[src/rtl/trig_meter_pkg.sv]
// ~~~~~~~~~~~~~~~~~~~~~~~~~~~~~~~~~~~~~~~~~~~~~~~~~~~~~~~~~~~~
// shared widths, the pulse report struct and ASCII constants
// for the trigger pulse-width meter
// ~~~~~~~~~~~~~~~~~~~~~~~~~~~~~~~~~~~~~~~~~~~~~~~~~~~~~~~~~~~~

package trig_meter_pkg;

	// pulse number and duration width
	localparam int value_width = 16;

	// accumulated high-cycle total
	localparam int total_width = 32;

	// decimal digits per printed field, 4 bits each
	localparam int bcd_digits = 6;

	// six digits, space, six digits, cr, lf
	localparam int line_length = 15;

	// one finished pulse, meter to formatter
	typedef struct packed {
		logic [value_width-1:0] pulse_number;
		// saturates at all ones
		logic [value_width-1:0] duration;
	} pulse_report_t;

	// ascii characters of a report line
	localparam logic [7:0] char_space = 8'h20;
	localparam logic [7:0] char_cr = 8'h0d;
	localparam logic [7:0] char_lf = 8'h0a;

	// '0', a bcd digit is added to it
	localparam logic [7:0] char_digit_base = 8'h30;

endpackage

[src/rtl/bin_to_bcd.sv]
// ~~~~~~~~~~~~~~~~~~~~~~~~~~~~~~~~~~~~~~~~~~~~~~~~~~~~~~~~~~~~
// sequential double-dabble, 16-bit binary to six bcd digits
// ~~~~~~~~~~~~~~~~~~~~~~~~~~~~~~~~~~~~~~~~~~~~~~~~~~~~~~~~~~~~
`timescale 1ns/1ps

module bin_to_bcd import trig_meter_pkg::*; (
	input logic clock,
	input logic reset,
	input logic conv_start,
	input logic [value_width-1:0] conv_value,
	output logic conv_done,
	output logic [4*bcd_digits-1:0] conv_bcd
);

	logic [$clog2(value_width+1)-1:0] bits_left;
	logic [value_width-1:0] value_reg;
	logic [4*bcd_digits-1:0] bcd_reg;
	logic [4*bcd_digits-1:0] bcd_adjusted;

	assign conv_bcd = bcd_reg;

	// add 3 to every digit of 5 or more before the shift
	always_comb begin
		bcd_adjusted = bcd_reg;
		for (int i = 0; i < bcd_digits; i++) begin
			if (bcd_reg[4*i +: 4] >= 4'd5)
				bcd_adjusted[4*i +: 4] = bcd_reg[4*i +: 4] + 4'd3;
		end
	end

	always_ff @(posedge clock) begin
		if (reset) begin
			bits_left <= '0;
			conv_done <= 1'b0;
		end else begin
			conv_done <= 1'b0;
			if (conv_start) begin
				bits_left <= value_width[$bits(bits_left)-1:0];
			end else if (bits_left != '0) begin
				bits_left <= bits_left - 1'b1;
				// last shift, result is in bcd_reg next cycle
				conv_done <= (bits_left == 1);
			end
		end
	end

	// one input bit moves into the bcd word per cycle
	always_ff @(posedge clock) begin
		if (conv_start) begin
			value_reg <= conv_value;
			bcd_reg <= '0;
		end else if (bits_left != '0) begin
			value_reg <= value_reg << 1;
			bcd_reg <= {bcd_adjusted[4*bcd_digits-2:0], value_reg[value_width-1]};
		end
	end

endmodule

[src/rtl/pulse_width_meter.sv]
// ~~~~~~~~~~~~~~~~~~~~~~~~~~~~~~~~~~~~~~~~~~~~~~~~~~~~~~~~~~~~
// trigger synchronizer, falling edge detection, duration and
// total counters, pending report with latest-wins replacement
// ~~~~~~~~~~~~~~~~~~~~~~~~~~~~~~~~~~~~~~~~~~~~~~~~~~~~~~~~~~~~
`timescale 1ns/1ps

module pulse_width_meter import trig_meter_pkg::*; (
	input logic clock,
	input logic reset,
	input logic trigger,
	input logic report_ready,
	output logic report_valid,
	output pulse_report_t report,
	output logic [total_width-1:0] total_high_cycles
);

	// [1:0] is the synchronizer, [2] one more sample for the edge
	logic [2:0] trigger_stream;
	logic falling_edge;
	logic [value_width-1:0] duration_count;
	logic [value_width-1:0] pulse_count;
	logic [total_width:0] total_sum;

	assign falling_edge = (trigger_stream[2:1] == 2'b10);
	assign total_sum = {1'b0, total_high_cycles} + (total_width + 1)'(duration_count);

	always_ff @(posedge clock) begin
		if (reset) begin
			trigger_stream <= '0;
			duration_count <= '0;
			pulse_count <= '0;
			total_high_cycles <= '0;
			report_valid <= 1'b0;
		end else begin
			trigger_stream <= {trigger_stream[1:0], trigger};
			if (trigger_stream[1]) begin
				// hold at the top instead of wrapping
				if (duration_count != '1)
					duration_count <= duration_count + 1'b1;
			end else if (falling_edge) begin
				duration_count <= '0;
				pulse_count <= pulse_count + 1'b1;
				if (total_sum[total_width])
					total_high_cycles <= '1;
				else
					total_high_cycles <= total_sum[total_width-1:0];
			end
			// a new edge overrides the handshake, latest pulse wins
			if (falling_edge)
				report_valid <= 1'b1;
			else if (report_ready)
				report_valid <= 1'b0;
		end
	end

	// pending report, overwritten by a newer pulse
	always_ff @(posedge clock) begin
		if (falling_edge) begin
			report.pulse_number <= pulse_count + 1'b1;
			report.duration <= duration_count;
		end
	end

endmodule

[src/rtl/report_line_formatter.sv]
// ~~~~~~~~~~~~~~~~~~~~~~~~~~~~~~~~~~~~~~~~~~~~~~~~~~~~~~~~~~~~
// report line formatter: two conversions, then 15 ascii bytes
// ~~~~~~~~~~~~~~~~~~~~~~~~~~~~~~~~~~~~~~~~~~~~~~~~~~~~~~~~~~~~
`timescale 1ns/1ps

module report_line_formatter import trig_meter_pkg::*; (
	input logic clock,
	input logic reset,
	input logic report_valid,
	input pulse_report_t report,
	input logic byte_ready,
	output logic report_ready,
	output logic byte_valid,
	output logic [7:0] byte_data
);

	typedef enum logic [1:0] {
		st_idle,
		st_conv_number,
		st_conv_duration,
		st_send
	} state_t;

	state_t state;
	pulse_report_t report_reg;
	logic conv_start;
	logic [value_width-1:0] conv_value;
	logic conv_done;
	logic [4*bcd_digits-1:0] conv_bcd;
	logic [4*bcd_digits-1:0] number_bcd;
	logic [4*bcd_digits-1:0] duration_bcd;
	logic [$clog2(line_length)-1:0] char_index;
	logic [3:0] digit;

	// one converter shared by both fields
	bin_to_bcd i_bin_to_bcd (
		.clock(clock),
		.reset(reset),
		.conv_start(conv_start),
		.conv_value(conv_value),
		.conv_done(conv_done),
		.conv_bcd(conv_bcd)
	);

	assign conv_value = (state == st_conv_duration) ? report_reg.duration
		: report_reg.pulse_number;
	assign report_ready = (state == st_idle);
	assign byte_valid = (state == st_send);

	// digits most significant first, fields split by a space
	always_comb begin
		digit = '0;
		byte_data = char_space;
		if (char_index < bcd_digits) begin
			digit = number_bcd[(bcd_digits - 1 - char_index) * 4 +: 4];
			byte_data = char_digit_base + {4'b0, digit};
		end else if (char_index > bcd_digits && char_index <= 2 * bcd_digits) begin
			digit = duration_bcd[(2 * bcd_digits - char_index) * 4 +: 4];
			byte_data = char_digit_base + {4'b0, digit};
		end else if (char_index == line_length - 2) begin
			byte_data = char_cr;
		end else if (char_index == line_length - 1) begin
			byte_data = char_lf;
		end
	end

	always_ff @(posedge clock) begin
		if (reset) begin
			state <= st_idle;
			conv_start <= 1'b0;
			char_index <= '0;
		end else begin
			conv_start <= 1'b0;
			case (state)
				st_idle: if (report_valid) begin
					state <= st_conv_number;
					conv_start <= 1'b1;
				end
				st_conv_number: if (conv_done) begin
					state <= st_conv_duration;
					conv_start <= 1'b1;
				end
				st_conv_duration: if (conv_done) begin
					state <= st_send;
					char_index <= '0;
				end
				st_send: if (byte_ready) begin
					if (char_index == line_length - 1)
						state <= st_idle;
					else
						char_index <= char_index + 1'b1;
				end
			endcase
		end
	end

	// payload registers
	always_ff @(posedge clock) begin
		if (state == st_idle && report_valid)
			report_reg <= report;
		if (state == st_conv_number && conv_done)
			number_bcd <= conv_bcd;
		if (state == st_conv_duration && conv_done)
			duration_bcd <= conv_bcd;
	end

endmodule

[src/rtl/trig_meter_top.sv]
// ~~~~~~~~~~~~~~~~~~~~~~~~~~~~~~~~~~~~~~~~~~~~~~~~~~~~~~~~~~~~
// trigger pulse-width meter top: meter, formatter, uart
// ~~~~~~~~~~~~~~~~~~~~~~~~~~~~~~~~~~~~~~~~~~~~~~~~~~~~~~~~~~~~
`timescale 1ns/1ps

module trig_meter_top import trig_meter_pkg::*; #(
	parameter int clks_per_bit = 868
) (
	input logic clock,
	input logic reset,
	input logic trigger,
	output logic tx,
	output logic tx_busy,
	output logic [total_width-1:0] total_high_cycles
);

	logic report_valid;
	logic report_ready;
	pulse_report_t report;
	logic byte_valid;
	logic byte_ready;
	logic [7:0] byte_data;

	pulse_width_meter i_meter (
		.clock(clock),
		.reset(reset),
		.trigger(trigger),
		.report_ready(report_ready),
		.report_valid(report_valid),
		.report(report),
		.total_high_cycles(total_high_cycles)
	);

	report_line_formatter i_formatter (
		.clock(clock),
		.reset(reset),
		.report_valid(report_valid),
		.report(report),
		.byte_ready(byte_ready),
		.report_ready(report_ready),
		.byte_valid(byte_valid),
		.byte_data(byte_data)
	);

	uart_tx #(.clks_per_bit(clks_per_bit)) i_uart_tx (
		.clock(clock),
		.reset(reset),
		.byte_valid(byte_valid),
		.byte_data(byte_data),
		.byte_ready(byte_ready),
		.tx(tx),
		.tx_busy(tx_busy)
	);

endmodule

[src/rtl/uart_tx.sv]
// ~~~~~~~~~~~~~~~~~~~~~~~~~~~~~~~~~~~~~~~~~~~~~~~~~~~~~~~~~~~~
// 8N1 uart transmitter with a valid/ready byte input
// ~~~~~~~~~~~~~~~~~~~~~~~~~~~~~~~~~~~~~~~~~~~~~~~~~~~~~~~~~~~~
`timescale 1ns/1ps

module uart_tx #(
	parameter int clks_per_bit = 868
) (
	input logic clock,
	input logic reset,
	input logic byte_valid,
	input logic [7:0] byte_data,
	output logic byte_ready,
	output logic tx,
	output logic tx_busy
);

	localparam int count_width = (clks_per_bit > 1) ? $clog2(clks_per_bit) : 1;

	logic [count_width-1:0] period_count;
	logic [3:0] bit_index;
	// stop, data lsb first, start
	logic [9:0] frame;

	assign byte_ready = !tx_busy;
	assign tx = tx_busy ? frame[0] : 1'b1;

	always_ff @(posedge clock) begin
		if (reset) begin
			tx_busy <= 1'b0;
			period_count <= '0;
			bit_index <= '0;
		end else if (!tx_busy) begin
			if (byte_valid) begin
				tx_busy <= 1'b1;
				period_count <= '0;
				bit_index <= '0;
			end
		end else if (period_count == count_width'(clks_per_bit - 1)) begin
			period_count <= '0;
			// stop bit done
			if (bit_index == 4'd9)
				tx_busy <= 1'b0;
			else
				bit_index <= bit_index + 1'b1;
		end else begin
			period_count <= period_count + 1'b1;
		end
	end

	always_ff @(posedge clock) begin
		if (!tx_busy && byte_valid)
			frame <= {1'b1, byte_data, 1'b0};
		else if (tx_busy && period_count == count_width'(clks_per_bit - 1))
			frame <= {1'b1, frame[9:1]};
	end

endmodule
[config.mk]
export PLATFORM = sky130hd
export DESIGN_NAME = trig_meter_top
export DESIGN_NICKNAME = d
export VERILOG_FILES = /design/src/rtl/trig_meter_pkg.sv /design/src/rtl/bin_to_bcd.sv /design/src/rtl/pulse_width_meter.sv /design/src/rtl/report_line_formatter.sv /design/src/rtl/trig_meter_top.sv /design/src/rtl/uart_tx.sv
export SDC_FILE = /design/constraint.sdc
export NUM_CORES = 1
export LEC_CHECK = 0
export BUFFER_PORTS_ARGS = -buffer_cell sky130_fd_sc_hd__clkbuf_2
export CAP_MARGIN = 25
export CORE_ASPECT_RATIO = 1.2
export CORE_MARGIN = 2
export CORE_UTILIZATION = 42
export CTS_CLUSTER_DIAMETER = 60
export CTS_CLUSTER_SIZE = 28
export DETAILED_ROUTE_END_ITERATION = 10
export GPL_TIMING_DRIVEN = 1
export HOLD_SLACK_MARGIN = 0.15
export SYNTH_ARGS = -nofsm -noshare
export SYNTH_HDL_FRONTEND = slang
export SYNTH_SLANG_ARGS = --single-unit
[constraint.sdc]
create_clock -name clock -period 3.8 [get_ports clock]
set_clock_uncertainty 0.05 [all_clocks]
set_input_delay 0.19 -clock clock [delete_from_list [all_inputs] [get_ports clock]]
set_output_delay 0.19 -clock clock [all_outputs]
set_load 0.005 [all_outputs]
==> metrics.cfg <==
[layout]
finalNetCount = 1188
syn_to_final_growth_pct = 11.0
utilization = 0.472
drive_gt1_frac = 0.0975
diodes = 0

[die]
die_w_um = 157
rows = 67
core-area_mm2 = 0.0277
start_util = 0.425
die_area_mm2 = 0.0295
ios = 37
fp.dieH_um = 188

[sta]
timing_hold_violations_final = 0
fmax_ghz = 0.322
slew_viol_final = 0
period_needed_ps = 3110
worst_pin_slew_ps = 863
setup_violations = 0
rsz0062_at_grt = no
fin_setup_tns_ps = 0
slew-limit-headroom = 0.424
finalCritPeriodShare = 0.819

[critical_path]
crit_path_frequent_cell = a211oi_1
worstSetupPathType = reg2reg
worstPathRequired_ps = 4120
ff2ff_path_depth = 9
cp_cell_sequence = ha_1 -> fa_1 -> a211oi_1 -> o211ai_1 -> a31oi_1 -> nand2_1 -> a21oi_2 -> buf_4 -> a211oi_1
start_kind = register
r2r_start = i_meter.duration_count[0]
cpPeakStageDelay_ps = 430
reg2reg_slack_ps = 690
cp-end-kind = register
reg2reg_to = i_meter.total_high_cycles[6]
path_max_fanout = 9
crit_arrival_ps = 3430
cp_slowest_cell = fa_1

[global_routing]
grt-ovfl-total = 0
grt_pass1_wl_um = 38600
grt_pass1_vias = 7734
grt.total_usage = 0.159
grt_max_degree = 61
antenna_found_initial = 0

[pwr]
peakVddDrop_v = 0.000352
power_density_mw_per_mm2 = 547
leakagePower_uw = 0.00466
power_uw = 7170

[synthesis]
synth_top_area_frac = 0.346
synth_seq_cells = 257
synth_edf_count = 136
syn_avg_cell_area_um2 = 10.6
yosys_warnings = 0
synth_ff_type = edfxtp_1
synth_area_mm2 = 0.0118
syn_inst = 1114
ys_seq_area_frac = 0.551
syn-num-nets = 1165
ys_types = 70
ys_async_sr_fraction = 0
synthTopCellsByArea = edfxtp_1 (35%), dfxtp_1 (21%), ha_1 (5.0%)
yosysMostFrequentCell = edfxtp_1
synth_top_cell_by_area = edfxtp_1
synthTopCellsByCount = edfxtp_1 (136), dfxtp_1 (121), nor2_1 (111)

[cts]
clkLatencyLatePin_ps = 510
cts.sinks = 257
clock_path_buffers = 3
cts_tree = built
post_cts_buffers = 0
path_clk_slew_ps = 100
clockRootBuffer = clkbuf_16
cts_made_buffers = 18
htreeDepth = 1

[routing]
first_iter_violations = 485
drc = 0
antenna_left = 0
via_per_inst = 5.29
first_pass_iters = 4
wl_per_cell_um = 15.5
finalWirelength_um = 23700
vias = 8079

[placed_design]
io_buffers = 36
finalWeightedCongestion = 0.851
hpwl_um = 16100

[min_path]
min_to = i_formatter.report_reg[1]
hold_path_startpoint = i_meter.report[1]
min_path_cells = 0
hp-class = reg2reg

[flow_run]
drv_cap = 0

[run_status]
outcome = finished, final reports clean

-- worst max-delay path: cells and delay by family (launching register included) --
family	cells	cell delay (ps)
buffers and inverters	1	260
and+or+nand+nor	1	180
adders and majority gates	2	670
AOI/OAI and AO/OA	5	1440
DFF	1	370
-- cell type report --
type | instances | area, µm²
Inverter | 37 | 139
Tap cell | 379 | 474
Timing Repair Buffer | 50 | 340
Fill cell | 2566 | 14600
Clock buffer | 19 | 475
Multi-Input combinational cell | 773 | 4960
Sequential cell | 257 | 6510
Clock inverter | 13 | 201
-- cells by family (layout without fill, tap and decap cells) --
kind of cell	Yosys count	count (layout)	share of synthesized area
buf+inv	84	119	0.0279
mux	35	35	0.0387
simple gates	372	372	0.153
fa+ha+maj	48	48	0.0515
xor+xnor	53	53	0.0393
compound gates	265	265	0.138
flops	257	257	0.551
-- metal layers --
metal,vias to the layer above,share of wire,global-route usage,wire length [µm]
li1,4095,-,-,-
met1,3864,0.44,0.202,10500
met4,0,0.022,0.0413,513
met2,85,0.50,0.285,12000
met5,-,0,0,0
met3,35,0.029,0.0208,697
-- worst max-delay path by stage --
stage	start	end	slack [ps]	depth (start not counted)
3_5_place_dp	i_meter.duration_count[0]	i_meter.total_high_cycles[6]	740	9
5_1_grt	i_meter.duration_count[0]	i_meter.total_high_cycles[6]	380	9
3_3_place_gp	i_meter.duration_count[0]	i_meter.total_high_cycles[0]	730	9
6_report	i_meter.duration_count[0]	i_meter.total_high_cycles[6]	690	9
4_1_cts	i_meter.duration_count[0]	i_meter.total_high_cycles[6]	700	9
2_1_floorplan	i_meter.trigger_stream[1]	i_meter.report[0]	1210	6
-- layout by cell type (no fill, tap or decap), drive strengths merged, types with 5 or more instances in the layout --
cell type and instances:
nand2 98, nand2b 15, a22oi 6, dfxtp 121
nor3 23, nor2b 7, a31oi 12, nand3 31
edfxtp 136, nor3b 8, inv 44, ha 47
and2 17, or3 10, nor2 112, a21oi 104
xnor2 33, o22ai 5, buf 13, a211oi 36
mux2 5, a21o 6, o211ai 6, and3 18
mux4 8, mux2i 22, nand4 11, a311oi 7
xor2 20, o21a 5, o21ai 54, clkbuf 54
-- what timing repair did --
item                       4_1_cts  5_1_grt
hold endpoints to repair         9        0
setup endpoints to repair        0        0
resized for setup                0        0
hold buffers                     2        0
-- per-stage QoR --
| step | setup slack [ps] | instance area (µm²) | cells | hold WS [ps] |
|---|---|---|---|---|
| 2_1_floorplan | 1210 | 11800 | 1114 | 268 |
| 3_3_place_gp | 729 | 12300 | 1491 | 353 |
| 3_5_place_dp | 739 | 12400 | 1494 | 355 |
| 4_1_cts | 703 | 13100 | 1528 | 369 |
| 5_1_grt | 385 | 13100 | 1528 | 384 |
| 6_report | 690 | 13100 | 1528 | 376 |
-- where the power goes --
part / leakage (µW) / switching [µW] / total [µW] / internal (µW)
clock: 0.000325 / 1100 / 2170 / 1070
combinational: 0.00209 / 791 / 1360 / 569
sequential: 0.00225 / 293 / 3630 / 3340
No activity file was read; power rests on OpenSTA's default activity.
